File: src/mc_cfg.svh
// board build constants, included by every file that needs motor count, timing or addresses
`ifndef MC_CFG_SVH
`define MC_CFG_SVH

`define MC_NUM_MOTORS     4        // motors on the board, status field allows up to 4
`define MC_WDOG_TICK_DIV  16       // sysclk cycles per watchdog tick, short for sim
`define MC_DAC_MID        16'h8000 // zero current code

// register word addresses
`define MC_ADDR_STATUS    8'h00
`define MC_ADDR_STAMP     8'h01
`define MC_ADDR_WDOG      8'h02
`define MC_ADDR_AMP       8'h03
`define MC_ADDR_SETPT     8'h10    // motor n at base + n

`endif
File: src/mc_motor_pkg.sv
// motor setpoint, amplifier mask and watchdog types shared by the motor-side RTL
`include "mc_cfg.svh"

package mc_motor_pkg;

    typedef logic [15:0] setpoint_t;                 // unsigned dac code
    typedef logic [`MC_NUM_MOTORS-1:0] amp_mask_t;   // one enable per motor

    // period in prescaled ticks, zero turns the watchdog off
    typedef logic [15:0] wdog_period_t;

    // watchdog fsm
    typedef enum logic [1:0] {
        WDOG_OFF     = 2'd0,  // period is zero
        WDOG_ARMED   = 2'd1,  // counting ticks since last kick
        WDOG_EXPIRED = 2'd2   // timed out, waits for clear
    } wdog_state_e;

    // all status codes fit in 3 bits
    localparam int wdog_status_w = 3;

endpackage

File: src/mc_bus_pkg.sv
// host bus widths, register-map types and status word bit positions, imported by the bus-side RTL
package mc_bus_pkg;

    typedef logic [7:0]  wb_addr_t;   // register word address
    typedef logic [31:0] wb_data_t;   // wishbone data word
    typedef logic [3:0]  board_id_t;  // rotary switch value
    typedef logic [31:0] stamp_t;     // free-running cycle count

    // status register layout
    localparam int stat_id_lsb   = 0;   // board id field
    localparam int stat_id_msb   = 3;
    localparam int stat_wdog_bit = 8;   // watchdog timed out
    localparam int stat_per_lsb  = 9;   // coarse period, led code
    localparam int stat_per_msb  = 11;
    localparam int stat_amp_lsb  = 16;  // amplifier enables, one per motor
    localparam int stat_amp_msb  = 19;

    // write side only, reads back as zero
    localparam int stat_clr_bit  = 31;  // write 1 to clear the timeout

endpackage

File: src/mc_board_top.sv
// board top level, ties the bus controller, watchdog and motor bank to the board pins
`timescale 1ns/10ps
`include "mc_cfg.svh"

module mc_board_top (
    input  logic                                          sysclk,
    input  logic                                          rst_n,
    input  mc_bus_pkg::board_id_t                         board_id,
    input  logic                                          cyc,
    input  logic                                          stb,
    input  logic                                          we,
    input  mc_bus_pkg::wb_addr_t                          adr,
    input  mc_bus_pkg::wb_data_t                          dat_w,
    output mc_bus_pkg::wb_data_t                          dat_r,
    output logic                                          ack,
    output mc_motor_pkg::amp_mask_t                       amp_en,
    output mc_motor_pkg::setpoint_t [`MC_NUM_MOTORS-1:0]  dac_code,
    output logic                                          wdog_timeout,
    output logic [2:0]                                    wdog_period_status
);

    import mc_motor_pkg::*;

    logic                             wdog_kick;
    logic                             wdog_clear;
    logic                             period_we;
    wdog_period_t                     period_wdata;
    logic                             sp_we;
    logic [1:0]                       sp_idx;
    setpoint_t                        sp_wdata;
    logic                             amp_we;
    amp_mask_t                        amp_wdata;
    setpoint_t [`MC_NUM_MOTORS-1:0]   sp_rdata_all;  // readback for the read mux

    mc_reg_ctrl u_reg_ctrl (
        .sysclk(sysclk), .rst_n(rst_n), .board_id(board_id),
        .cyc(cyc), .stb(stb), .we(we), .adr(adr), .dat_w(dat_w), .dat_r(dat_r), .ack(ack),
        .wdog_timeout(wdog_timeout), .wdog_period_status(wdog_period_status),
        .wdog_kick(wdog_kick), .wdog_clear(wdog_clear),
        .period_we(period_we), .period_wdata(period_wdata),
        .amp_en(amp_en), .sp_rdata_all(sp_rdata_all),
        .sp_we(sp_we), .sp_idx(sp_idx), .sp_wdata(sp_wdata),
        .amp_we(amp_we), .amp_wdata(amp_wdata)
    );

    mc_watchdog u_watchdog (
        .sysclk(sysclk), .rst_n(rst_n),
        .wdog_kick(wdog_kick), .wdog_clear(wdog_clear),
        .period_we(period_we), .period_wdata(period_wdata),
        .wdog_timeout(wdog_timeout), .wdog_period_status(wdog_period_status)
    );

    mc_motor_bank #(.num_motors(`MC_NUM_MOTORS)) u_motor_bank (
        .sysclk(sysclk), .rst_n(rst_n),
        .sp_we(sp_we), .sp_idx(sp_idx), .sp_wdata(sp_wdata),
        .amp_we(amp_we), .amp_wdata(amp_wdata), .wdog_timeout(wdog_timeout),
        .amp_en(amp_en), .dac_code(dac_code), .sp_rdata_all(sp_rdata_all)
    );

endmodule

File: src/mc_motor_bank.sv
// per-motor current setpoints and amplifier enables, forced to a safe state on watchdog timeout
`timescale 1ns/10ps
`include "mc_cfg.svh"

module mc_motor_bank #(
    parameter int num_motors = `MC_NUM_MOTORS
) (
    input  logic                                       sysclk,
    input  logic                                       rst_n,
    input  logic                                       sp_we,
    input  logic [1:0]                                 sp_idx,
    input  mc_motor_pkg::setpoint_t                    sp_wdata,
    input  logic                                       amp_we,
    input  mc_motor_pkg::amp_mask_t                    amp_wdata,
    input  logic                                       wdog_timeout,
    output mc_motor_pkg::amp_mask_t                    amp_en,
    output mc_motor_pkg::setpoint_t [num_motors-1:0]   dac_code,
    output mc_motor_pkg::setpoint_t [num_motors-1:0]   sp_rdata_all
);

    import mc_motor_pkg::*;

    // zero current on every channel
    localparam setpoint_t [num_motors-1:0] safe_codes = {num_motors{setpoint_t'(`MC_DAC_MID)}};
    // bits for motors that exist
    localparam amp_mask_t valid_mask = amp_mask_t'((1 << num_motors) - 1);

    setpoint_t [num_motors-1:0] sp_q;     // stored setpoints, kept through a timeout
    setpoint_t [num_motors-1:0] sp_next;
    amp_mask_t                  mask_q;

    always_comb begin
        sp_next = sp_q;
        if (sp_we && (int'(sp_idx) < num_motors)) begin
            sp_next[sp_idx] = sp_wdata;
        end
    end

    always_ff @(posedge sysclk or negedge rst_n) begin
        if (!rst_n) begin
            sp_q     <= safe_codes;  // dac follows sp_q, so start at midscale
            mask_q   <= '0;
            dac_code <= safe_codes;
        end else begin
            sp_q <= sp_next;
            if (wdog_timeout) begin
                mask_q   <= '0;           // host must re-enable after clear
                dac_code <= safe_codes;
            end else begin
                if (amp_we) begin
                    mask_q <= amp_wdata & valid_mask;
                end
                dac_code <= sp_next;      // same edge as the stored value
            end
        end
    end

    assign amp_en       = mask_q;
    assign sp_rdata_all = sp_q;

endmodule

File: src/mc_watchdog.sv
// host watchdog, prescaled tick counter that flags a timeout when no write arrives within the period
`timescale 1ns/10ps
`include "mc_cfg.svh"

module mc_watchdog (
    input  logic                        sysclk,
    input  logic                        rst_n,
    input  logic                        wdog_kick,     // any host write
    input  logic                        wdog_clear,
    input  logic                        period_we,
    input  mc_motor_pkg::wdog_period_t  period_wdata,
    output logic                        wdog_timeout,
    output logic [2:0]                  wdog_period_status
);

    import mc_motor_pkg::*;

    localparam int div_w = $clog2(`MC_WDOG_TICK_DIV);

    logic [div_w-1:0] pre_cnt;   // free running, phase not tied to kicks
    logic             tick;
    wdog_period_t     period;
    wdog_period_t     tick_cnt;  // whole ticks since last kick
    wdog_state_e      state;

    assign tick = (pre_cnt == div_w'(`MC_WDOG_TICK_DIV - 1));

    always_ff @(posedge sysclk or negedge rst_n) begin
        if (!rst_n) begin
            pre_cnt <= '0;
        end else begin
            pre_cnt <= tick ? '0 : pre_cnt + 1'b1;
        end
    end

    // first partial tick after a kick is not counted, so expiry lands at P+1 ticks
    always_ff @(posedge sysclk or negedge rst_n) begin
        if (!rst_n) begin
            state    <= WDOG_OFF;
            tick_cnt <= '0;
            period   <= '0;  // off out of reset
        end else begin
            if (period_we) begin
                period <= period_wdata;
            end
            case (state)
                WDOG_OFF: begin
                    tick_cnt <= '0;
                    if (period != '0) state <= WDOG_ARMED;
                end
                WDOG_ARMED: begin
                    if (period == '0) begin
                        state <= WDOG_OFF;
                    end else if (wdog_kick) begin
                        tick_cnt <= '0;
                    end else if (tick) begin
                        if (tick_cnt >= period) state <= WDOG_EXPIRED;  // >= covers a shrunk period
                        else tick_cnt <= tick_cnt + 1'b1;
                    end
                end
                WDOG_EXPIRED: begin
                    if (wdog_clear) begin  // only way out
                        state    <= WDOG_ARMED;
                        tick_cnt <= '0;
                    end
                end
                default: state <= WDOG_OFF;
            endcase
        end
    end

    assign wdog_timeout = (state == WDOG_EXPIRED);

    // led code: 0 off, 1 short period, 2..7 for top bit 10..15
    always_comb begin
        wdog_period_status = '0;
        if (period != '0) wdog_period_status = 3'd1;
        for (int b = 10; b <= 15; b++) begin
            if (period[b]) wdog_period_status = 3'(b - 8);
        end
    end

endmodule

File: src/mc_reg_ctrl.sv
// wishbone slave with address decode, board status, timestamp and write strobes to the datapath
`timescale 1ns/10ps
`include "mc_cfg.svh"

module mc_reg_ctrl (
    input  logic                                          sysclk,
    input  logic                                          rst_n,
    input  mc_bus_pkg::board_id_t                         board_id,
    // wishbone classic slave
    input  logic                                          cyc,
    input  logic                                          stb,
    input  logic                                          we,
    input  mc_bus_pkg::wb_addr_t                          adr,
    input  mc_bus_pkg::wb_data_t                          dat_w,
    output mc_bus_pkg::wb_data_t                          dat_r,
    output logic                                          ack,
    // watchdog side
    input  logic                                          wdog_timeout,
    input  logic [2:0]                                    wdog_period_status,
    output logic                                          wdog_kick,
    output logic                                          wdog_clear,
    output logic                                          period_we,
    output mc_motor_pkg::wdog_period_t                    period_wdata,
    // motor bank side
    input  mc_motor_pkg::amp_mask_t                       amp_en,
    input  mc_motor_pkg::setpoint_t [`MC_NUM_MOTORS-1:0]  sp_rdata_all,
    output logic                                          sp_we,
    output logic [1:0]                                    sp_idx,
    output mc_motor_pkg::setpoint_t                       sp_wdata,
    output logic                                          amp_we,
    output mc_motor_pkg::amp_mask_t                       amp_wdata
);

    import mc_bus_pkg::*;
    import mc_motor_pkg::*;

    logic         req;          // first cycle of a new access
    logic         wr_req;
    logic         hit_setpt;    // address falls in the setpoint window
    wb_addr_t     sp_off;       // offset into setpoint window
    wb_data_t     status_word;
    wb_data_t     rd_mux;
    stamp_t       stamp;
    wdog_period_t period_copy;  // readback copy, watchdog keeps its own

    // ack goes out one cycle after cyc&stb, never twice in a row
    assign req    = cyc & stb & ~ack;
    assign wr_req = req & we;

    assign sp_off    = adr - `MC_ADDR_SETPT;
    assign hit_setpt = (adr >= `MC_ADDR_SETPT) && (sp_off < `MC_NUM_MOTORS);

    always_comb begin
        status_word = '0;
        status_word[stat_id_msb:stat_id_lsb]   = board_id;
        status_word[stat_wdog_bit]             = wdog_timeout;
        status_word[stat_per_msb:stat_per_lsb] = wdog_period_status;
        status_word[stat_amp_lsb +: `MC_NUM_MOTORS] = amp_en;  // upper bits stay 0
    end

    // read mux, unmapped reads give zero
    always_comb begin
        rd_mux = '0;
        case (adr)
            `MC_ADDR_STATUS: rd_mux = status_word;
            `MC_ADDR_STAMP:  rd_mux = stamp;
            `MC_ADDR_WDOG:   rd_mux = {16'd0, period_copy};
            `MC_ADDR_AMP:    rd_mux[`MC_NUM_MOTORS-1:0] = amp_en;
            default: begin
                if (hit_setpt) begin
                    rd_mux = {16'd0, sp_rdata_all[sp_off[1:0]]};
                end
            end
        endcase
    end

    // handshake and one-shot strobes, all high during the ack cycle
    always_ff @(posedge sysclk or negedge rst_n) begin
        if (!rst_n) begin
            ack        <= 1'b0;
            wdog_kick  <= 1'b0;
            wdog_clear <= 1'b0;
            period_we  <= 1'b0;
            sp_we      <= 1'b0;
            amp_we     <= 1'b0;
        end else begin
            ack        <= req;
            wdog_kick  <= wr_req;  // any write counts as host activity
            wdog_clear <= wr_req && (adr == `MC_ADDR_STATUS) && dat_w[stat_clr_bit];
            period_we  <= wr_req && (adr == `MC_ADDR_WDOG);
            sp_we      <= wr_req && hit_setpt;
            amp_we     <= wr_req && (adr == `MC_ADDR_AMP);
        end
    end

    // payload captured with the strobes, host may drop dat_w after ack
    always_ff @(posedge sysclk) begin
        if (req) begin
            dat_r <= rd_mux;  // sampled at the ack edge
        end
        if (wr_req) begin
            sp_idx       <= sp_off[1:0];
            sp_wdata     <= dat_w[15:0];
            amp_wdata    <= dat_w[`MC_NUM_MOTORS-1:0];
            period_wdata <= dat_w[15:0];
        end
    end

    // timestamp restarts the cycle after each acked write
    always_ff @(posedge sysclk or negedge rst_n) begin
        if (!rst_n) begin
            stamp       <= '0;
            period_copy <= '0;
        end else begin
            stamp <= wdog_kick ? '0 : stamp + 1'b1;
            if (period_we) begin
                period_copy <= period_wdata;
            end
        end
    end

endmodule

File: config.mk
export PLATFORM = sky130hd
export DESIGN_NAME = mc_board_top
export DESIGN_NICKNAME = d
export VERILOG_FILES = /design/src/mc_motor_pkg.sv /design/src/mc_bus_pkg.sv /design/src/mc_board_top.sv /design/src/mc_motor_bank.sv /design/src/mc_watchdog.sv /design/src/mc_reg_ctrl.sv
export VERILOG_INCLUDE_DIRS = /design/src
export SDC_FILE = /design/constraint.sdc
export NUM_CORES = 1
export LEC_CHECK = 0
export BUFFER_PORTS_ARGS = -buffer_cell sky130_fd_sc_hd__buf_2
export CORE_ASPECT_RATIO = 0.75
export CORE_MARGIN = 8
export CORE_UTILIZATION = 38
export CTS_CLUSTER_SIZE = 10
export DETAILED_ROUTE_END_ITERATION = 6
export GPL_ROUTABILITY_DRIVEN = 1
export PLACE_DENSITY_LB_ADDON = 0.25
export SETUP_SLACK_MARGIN = 0.2
export SYNTH_ARGS = -nofsm -noshare
export SYNTH_HDL_FRONTEND = slang
export SYNTH_SLANG_ARGS = --single-unit
export TNS_END_PERCENT = 100
File: constraint.sdc
create_clock -name sysclk -period 5 [get_ports sysclk]
set_clock_uncertainty 0.15 [all_clocks]
set_input_delay 0.5 -clock sysclk [delete_from_list [all_inputs] [get_ports sysclk]]
set_output_delay 0.5 -clock sysclk [all_outputs]
set_load 0.05 [all_outputs]
==> reports/qor.yml, run 1 <==
dr.pass1.iters: 5
antenna_found_initial: 1
timing.rr.start: "u_watchdog.period[12]"
syn_avg_cell_area_um2: 12.8
cts_tree: "done"
min_to: "u_reg_ctrl.wdog_clear"
cts_buffers: 29
max_freq_mhz: 329
drive_above_1_share_pct: 27.3
period_share_pct: 60.8
dieWidth_um: 212
leakage_nw: 6.14
ios: 154
slew_headroom_pct: 24.2
crit_fanout: 5
dp_hpwl_mm: 19.0
antenna_cells: 0
multiInputGateArea_um2: 4000
max-clock-path-buffers: 3
syn-cell-area_um2: 10900
finalHoldViolCount: 0
placeableCoreArea_um2: 28200
ys_seq_area_share_pct: 61.4
grt_util_all_layers_pct: 16.0
syn_inst: 852
rr_worst_depth: 6
rrSetupSlack_ps: 2070
synth-main-ff-cell: "dfrtp_1"
ff_latch_area_um2: 6720
status: "finished, final reports clean"
yosys_warnings: 0
cts_htree_levels: 1
synthesis.nets: 920
die_area_um2: 34500
crit_type: "reg2out"
wire_per_inst_um: 19.4
p_total_mw: 4.44
holdPathStages: 2
grt_pass1_wl_mm: 43.7
fillCellCount: 2535
synthArstFlopShare_pct: 80.6
start_util_pct: 38.8
vdd_drop_max_uv: 202
rsz0062_at_grt: "false"
rows: 53
routed_wl_mm: 27.6
final_common_cell: "dfrtp_1"
setup_viol_count_final: 0
grt_overflow: 0
crit_arrival_ps: 2390
synth_edf_count: 50
cts-root-buf: "clkbuf_16"
vias: 7240
postCtsResizedCells: 0
ys_ff_latch: 258
clock_sinks: 258
die_h_um: 163
drt-initial-drc-count: 493
start_kind: "register"
drtAntennaViolNets: 0
vias_per_cell: 5.10
power.density_nw_per_um2: 340
timing.setup.tns_ps: 0
clk_pin_slew_ps: 60
worst_pin_slew_ps: 1130
endpoint_kind: "primary output"
first_global_vias: 7503
drc: 0
slew_viol_final: 0
insertion_delay_ps: 540
area_growth_pct: 19.4
post-route-min-period_ps: 3040
final_nets: 1082
crit_required_ps: 4350
hold_path.class: "in2reg"
r2r_end: "u_watchdog.tick_cnt[12]"
max_cap_viol_count: 0
hold_ws_ps: 34.7
hold_path.startpoint: "dat_w[31]"
grt_max_degree: 107
gp_congestion: 0.830
final_cell_mix: "dfrtp_1 (200), buf_2 (137), and2_1 (65), nand2_1 (65), mux2_2 (65)"
io_buffers: 138
synthDistinctLibCells: 56
==> worst max path at each step <==
stage / startpoint / end / slack [ps] / cells past startpoint
after floorplan: u_reg_ctrl.ack / u_reg_ctrl.amp_wdata[0] / 1710 / 2
after global placement: adr[6] / u_reg_ctrl.dat_r[9] / 2080 / 6
after detailed placement: adr[6] / u_reg_ctrl.dat_r[9] / 2060 / 6
after CTS: u_watchdog.period[1] / wdog_period_status[0] / 1910 / 6
after global routing: u_watchdog.period[12] / wdog_period_status[0] / 1790 / 6
final: u_watchdog.period[12] / wdog_period_status[0] / 1960 / 6
==> critical path: stages, from the launching register on <==
cell and delay (ps):
dfrtp_1 460, nor4_1 560, a41o_1 250, a21oi_1 70
nor2_1 110, o21ai_0 140, buf_2 260
==> kinds of logic (layout without fill, tap and decap cells) <==
group	Yosys count	count (layout)	share of synthesized area [%]
xor+xnor	23	23	1.84
compound gates	101	101	6.27
flops	258	258	61.4
buf+inv	62	244	2.25
simple gates	293	293	14.5
mux	96	96	11.6
fa+ha+maj	19	19	2.17
==> metrics by stage <==
stage	std cells	setup slack (ps)	util (%)	cell area, µm²
2_1_floorplan	852	1710	-	10900
3_3_place_gp	1351	2080	42.9	12100
3_5_place_dp	1351	2060	42.9	12100
4_1_cts	1419	1910	46.4	13100
5_1_grt	1419	1790	46.4	13100
6_report	1419	1960	46.4	13100
==> routing by layer <==
| metal | part of all wire (%) | up-vias | global-route usage, % |
|---|---|---|---|
| met2 | 44 | 233 | 24.6 |
| met4 | 2.0 | 2 | 3.75 |
| met3 | 7.1 | 43 | 4.33 |
| li1 | - | 3392 | - |
| met5 | 0.047 | - | 0 |
| met1 | 47 | 3570 | 22.4 |
==> synth_stat cells, types with 13 or more instances <==
library cell    n  area share, %
mux2i_1        13            1.2
xor2_1         16            1.3
a21oi_1        20           0.91
mux4_2         18            3.7
or3_1          16           0.91
edfxtp_1       50             14
nand3_1        20           0.91
inv_1          27           0.93
o21ai_0        35            1.6
nand2_1        65            2.2
mux2_2         65            6.7
clkbuf_1       28           0.96
and2_1         65            3.7
dfrtp_1       200             46
nor2_1         46            1.6
and3_1         16           0.91
ha_1           19            2.2
==> report_power, final <==
part           switching, mW  internal, mW
clock network          0.803          1.09
registers             0.0467          2.19
logic                  0.205        0.0962
==> state kept, by name (all words and copies together) (netlist names) <==
register,count
u_reg_ctrl.amp_we,1
u_reg_ctrl.ack,1
u_reg_ctrl.period_we,1
u_reg_ctrl.sp_we,1
u_watchdog.tick_cnt,16
u_reg_ctrl.stamp,32
u_reg_ctrl.wdog_kick,1
u_watchdog.state,2
u_motor_bank.sp_rdata_all,64
u_motor_bank.dac_code,64
u_motor_bank.amp_en,4
u_reg_ctrl.wdog_clear,1
u_reg_ctrl.sp_idx,2
u_reg_ctrl.amp_wdata,3
u_watchdog.pre_cnt,4
u_reg_ctrl.dat_r,32
u_watchdog.period,16
u_reg_ctrl.period_wdata,13
==> repair_timing <==
action | CTS | global route
endpoints found under the hold margin | 115 | 0
hold buffers | 17 | 0
buffers inserted | 0 | 0
==> layout make-up <==
type / count / area share (%)
sequential: 258 / 51.4
inverter: 27 / 0.776
clock buffer: 51 / 6.26
multi-input combinational: 532 / 30.6
timing repair buffer: 166 / 7.29
tap: 385 / 3.69
Note: power is estimated with default switching activity, not from simulation.
==> inputs of run 2 (changes only) <==
==> constraint.sdc (replaced) <==
create_clock -name sysclk -period 2.6 [get_ports sysclk]
set_clock_uncertainty 0.15 [all_clocks]
set_input_delay 0.26 -clock sysclk [delete_from_list [all_inputs] [get_ports sysclk]]
set_output_delay 0.26 -clock sysclk [all_outputs]
set_load 0.05 [all_outputs]
==> run 2 against run 1 <==
- clock power is 90% higher
- die area did not move
- global-route usage rose by 0.94 points
- sequential share of layout area down 3.0 points
- combinational power grew 130%
- setup slack worse by 1900 ps
- first-iteration DRC count up 9.9%
- utilization rose by 2.9 points
- cell area is 6.3% higher
- register-to-register slack got worse by 2000 ps
- critical endpoint is now u_watchdog.tick_cnt[7]
- largest power group unchanged
==> reports/qor.yml, run 2 (synthesis gave the netlist of run 1 again) <==
internal-power_mw: 6.53
io_buffers: 138
die_h_um: 163
vias: 7620
dp_hpwl_mm: 19.9
antenna_cells: 0
max_cap_viol_count: 0
dp.cells: 1393
clk_pin_slew_ps: 60
leakage_nw: 6.52
crit_fanout: 6
place_area_um2: 12400
area_growth_pct: 26.8
rows: 53
combPwrFrac_pct: 8.1
grt_max_degree: 60
wire_per_inst_um: 19.9
slew_headroom_pct: 46.6
dr.pass1.iters: 6
status: "finished, final reports clean"
holdPathStages: 3
drtAntennaViolNets: 0
grt_pass1_wl_mm: 46.1
cts_tree: "done"
placeableCoreArea_um2: 28200
first_global_vias: 7891
r2r_end: "u_watchdog.tick_cnt[7]"
max-clock-path-buffers: 3
rr_worst_depth: 7
hold_path.class: "in2reg"
clkPwrFrac_pct: 41.8
min_to: "u_reg_ctrl.dat_r[3]"
final_cell_mix: "dfrtp_1 (199), buf_2 (136), and2_1 (65), mux2_2 (65)"
finalHoldViolCount: 0
cts-root-buf: "clkbuf_16"
cts_buffers: 29
postLayoutCellArea_um2: 13900
instances_no_fill: 1481
gp_congestion: 0.859
critPathLaunch: "u_watchdog.tick_cnt[13]"
post-route-min-period_ps: 2550
final_common_cell: "dfrtp_1"
die_area_um2: 34500
crit_arrival_ps: 2860
netSwitchingFraction_pct: 24.1
grt_overflow: 0
dieWidth_um: 212
pwr-share-seq_pct: 50.1
drt-initial-drc-count: 542
drc: 0
ios: 154
clock_sinks: 258
p_sw_mw: 2.07
vias_per_cell: 5.15
antenna_found_initial: 0
period_share_pct: 98.2
crit_required_ps: 2900
endpoint_kind: "register"
grt_util_all_layers_pct: 17.0
drive_above_1_share_pct: 35.3
rsz0062_at_grt: "true"
cts_htree_levels: 1
hold_ws_ps: 95.4
slew_viol_final: 0
setup_viol_count_final: 0
vdd_drop_max_uv: 442
hold_path.startpoint: "board_id[3]"
power.density_nw_per_um2: 620
final_nets: 1146
start_util_pct: 38.8
insertion_delay_ps: 540
max_freq_mhz: 392
rrSetupSlack_ps: 50
routed_wl_mm: 29.4
timing.rr.start: "u_watchdog.tick_cnt[13]"
start_kind: "register"
worst_pin_slew_ps: 802
crit_type: "reg2reg"
==> run 2: repair_timing <==
item,CTS,global route
resized for setup,32,32
setup buffers,13,5
endpoints found under the hold margin,81,0
gates cloned,3,0
setup endpoints to repair,18,19
pin swaps,16,11
hold buffers,18,0
==> run 2: layout make-up <==
type / count / area, µm²
clock buffers: 49 / 801
fillers: 2529 / 14300
inverters: 27 / 101
multi-input cells: 535 / 4330
flip-flops and latches: 258 / 6720
well taps: 385 / 482
repair buffers: 227 / 1450
==> run 2: how the worst max path moves through the flow <==
stage / depth (start not counted) / endpoint / slack, ps
after floorplan: 9 / u_watchdog.tick_cnt[3] / 110
after global placement: 7 / u_watchdog.tick_cnt[4] / 60
after detailed placement: 7 / u_watchdog.tick_cnt[7] / -2
after global routing: 8 / u_watchdog.tick_cnt[7] / -30
final: 7 / u_watchdog.tick_cnt[7] / 50
after CTS: 7 / wdog_period_status[0] / 50
==> run 2: per-stage QoR <==
| step | util (%) | setup slack (ps) | TNS [ps] | power, mW |
|---|---|---|---|---|
| after global routing | 49.3 | -28.7 | -89.9 | 8.94 |
| after global placement | 44.0 | 56.9 | 0 | 4.98 |
| after floorplan | - | 114 | 0 | 4.72 |
| after detailed placement | 44.0 | -2.45 | -2.45 | 4.98 |
| after CTS | 48.6 | 53.3 | 0 | 8.66 |
| final | 49.3 | 46.1 | 0 | 8.60 |
==> run 2: per-layer routing <==
metal	vias to the layer above	wire (µm)	GRT usage, %
met1	3775	13900	25.1
met5	-	0	0
met2	267	12800	25.1
met3	49	2080	3.44
li1	3529	-	-
met4	0	639	4.32
==> run 2: critical path: stages (launching register included) <==
cell and delay, ps:
dfrtp_1 420, ha_4 260, a21oi_2 120, o21ai_1 100
or3_4 360, or3_4 450, nor4_2 350, mux2i_1 260
==> run 2: power groups by stage <==
stage / logic (mW) / clock network [mW] / registers, mW
final: 0.698 / 3.59 / 4.31
after global routing: 0.761 / 3.86 / 4.32
after CTS: 0.678 / 3.68 / 4.31
after detailed placement: 0.602 / 0 / 4.38
after global placement: 0.597 / 0 / 4.38
after floorplan: 0.260 / 0 / 4.46
==> inputs of run 3 (changes only) <==
--- a/config.mk
+++ b/config.mk
@@ -7,6 +7,7 @@
 export NUM_CORES = 1
 export LEC_CHECK = 0
 export BUFFER_PORTS_ARGS = -buffer_cell sky130_fd_sc_hd__buf_2
+export CAP_MARGIN = 25
 export CORE_ASPECT_RATIO = 0.75
 export CORE_MARGIN = 8
 export CORE_UTILIZATION = 38
@@ -14,7 +15,6 @@
 export DETAILED_ROUTE_END_ITERATION = 6
 export GPL_ROUTABILITY_DRIVEN = 1
 export PLACE_DENSITY_LB_ADDON = 0.25
-export SETUP_SLACK_MARGIN = 0.2
 export SYNTH_ARGS = -nofsm -noshare
 export SYNTH_HDL_FRONTEND = slang
 export SYNTH_SLANG_ARGS = --single-unit
==> constraint.sdc (replaced) <==
create_clock -name sysclk -period 2.6 [get_ports sysclk]
set_clock_uncertainty 0.15 [all_clocks]
set_input_delay 0.13 -clock sysclk [delete_from_list [all_inputs] [get_ports sysclk]]
set_output_delay 0.13 -clock sysclk [all_outputs]
set_load 0.05 [all_outputs]
==> run 3 against run 2 <==
- power up 1.9%
- combinational power down 7.9%
- clock power up 6.1%
- non-clock buffer count down 12
- wire length down 2.8%
- utilization down 0.65 points
- count of clock-buffer cells in the layout up 4
- maximum frequency about the same
- critical path depth unchanged
- critical path type unchanged
==> reports/qor.yml, run 3 (synthesis gave the netlist of run 1 again) <==
wire_per_inst_um: 19.4
max_freq_mhz: 391
antenna_cells: 0
grt_pass1_wl_mm: 45.0
critPathLaunch: "u_watchdog.tick_cnt[12]"
final_common_cell: "dfrtp_1"
crit_required_ps: 2940
antenna_found_initial: 0
die_h_um: 163
post-route-min-period_ps: 2560
dr.pass1.iters: 5
instances_no_fill: 1474
endpoint_kind: "register"
crit_type: "reg2reg"
timing.setup.tns_ps: 0
routed_wl_mm: 28.6
finalWorstSetupSlack_ps: 44.3
area_growth_pct: 25.2
final_nets: 1134
first_global_vias: 7654
vdd_drop_max_uv: 373
finalHoldViolCount: 0
grt_util_all_layers_pct: 16.5
final_cell_mix: "dfrtp_1 (200), buf_2 (136), and2_1 (65), nand2_1 (65), mux2_2 (65)"
drive_above_1_share_pct: 32.0
cts-root-buf: "clkbuf_16"
cts_htree_levels: 1
start_util_pct: 38.8
rows: 53
placeableCoreArea_um2: 28200
crit_fanout: 6
clk_pin_slew_ps: 60
crit_arrival_ps: 2890
worst_pin_slew_ps: 645
grt_overflow: 0
vias_per_cell: 5.10
status: "finished, final reports clean"
dieWidth_um: 212
vias: 7519
cts_buffers: 30
clock_sinks: 258
drc: 0
grt_max_degree: 73
place_ws_ps: -51.0
max-clock-path-buffers: 3
max_cap_viol_count: 0
dp_hpwl_mm: 19.8
setup_viol_count_final: 0
hold_path.class: "in2async"
leakage_nw: 6.46
start_kind: "register"
drt-initial-drc-count: 409
cp_slowest_cell: "or4_4"
timing.rr.start: "u_watchdog.tick_cnt[12]"
crit_chain: "ha_1 -> and4_1 -> nand2_1 -> o2bb2ai_2 -> or3_4 -> or4_4 -> nand3_2"
insertion_delay_ps: 550
die_area_um2: 34500
rsz0062_at_grt: "true"
power.density_nw_per_um2: 640
slowest_delay_ps: 530
hold_ws_ps: 22.5
drtAntennaViolNets: 0
cts_tree: "done"
ios: 154
period_share_pct: 98.3
dp.cells: 1387
io_buffers: 138
slew_viol_final: 0
slew_headroom_pct: 57.0
gp_congestion: 0.847
run 3: cell types whose count changed in the layout (fill, tap and decap cells not counted), sizes merged:
cell         before  now
or3              20   19
buf             208  187
clkbuf           50   54
clkinv            0    1
clkinvlp          0    1
dlygate4sd3      18   27
run 3: area by class of cell:
type / count / area [µm²]
flip-flops and latches: 258 / 6720
multi-input cells: 534 / 4140
clock inverters: 2 / 12.5
clock buffers: 53 / 858
repair buffers: 215 / 1390
well taps: 385 / 482
inverters: 27 / 101
fillers: 2501 / 14500
run 3: through the flow:
stage	cell area, µm²	utilization, %	power (mW)
2_1_floorplan	11000	-	4.72
3_3_place_gp	12400	43.9	4.98
3_5_place_dp	12400	43.9	4.98
4_1_cts	13600	48.3	8.84
5_1_grt	13700	48.6	9.08
6_report	13700	48.6	8.76
run 3: path summary, 6_finish.rpt:
kind,to,slack (ps),depth (start not counted)
min in group sysclk,u_reg_ctrl.wdog_kick,20,3
worst max-delay path,u_watchdog.tick_cnt[4],40,7
worst min-delay path,u_motor_bank.dac_code[3],20,2
worst max register to register,u_watchdog.tick_cnt[4],40,7
worst min register to register,u_watchdog.pre_cnt[0],350,1
max in group asynchronous,u_motor_bank.dac_code[10],1530,3
run 3: power by group:
group | leakage, nW | internal [mW] | switching [mW] | total [mW]
sequential | 3.34 | 4.22 | 0.0892 | 4.31
combinational | 2.70 | 0.226 | 0.417 | 0.643
clock | 0.412 | 2.21 | 1.60 | 3.81
total | 6.46 | 6.65 | 2.11 | 8.76
run 3: worst max-delay path, delay by kind of cell (launching register included):
kind	cells	cell delay [ps]
AND/OR/NAND/NOR	5	1480
flip-flops	1	440
adder cells (fa/ha/maj)	1	310
AO/OA/AOI/OAI	1	120
run 3: per-layer routing:
layer	routed length [µm]	GRT usage, %	share of wire [%]	vias to the layer above
li1	-	-	-	3510
met1	13400	24.1	47	3752
met2	12700	25.0	44	225
met3	2050	3.87	7.2	32
met4	403	3.18	1.4	0
met5	0	0	0	-
run 3: timing repair:
| action | 4_1_cts | 5_1_grt |
|---|---|---|
| resized for setup | 14 | 17 |
| endpoints found under the setup margin | 14 | 16 |
| hold buffers | 27 | 0 |
| hold endpoints to repair | 226 | 0 |
| setup buffers | 1 | 2 |
| cloned | 2 | 0 |
| pin swaps | 3 | 5 |
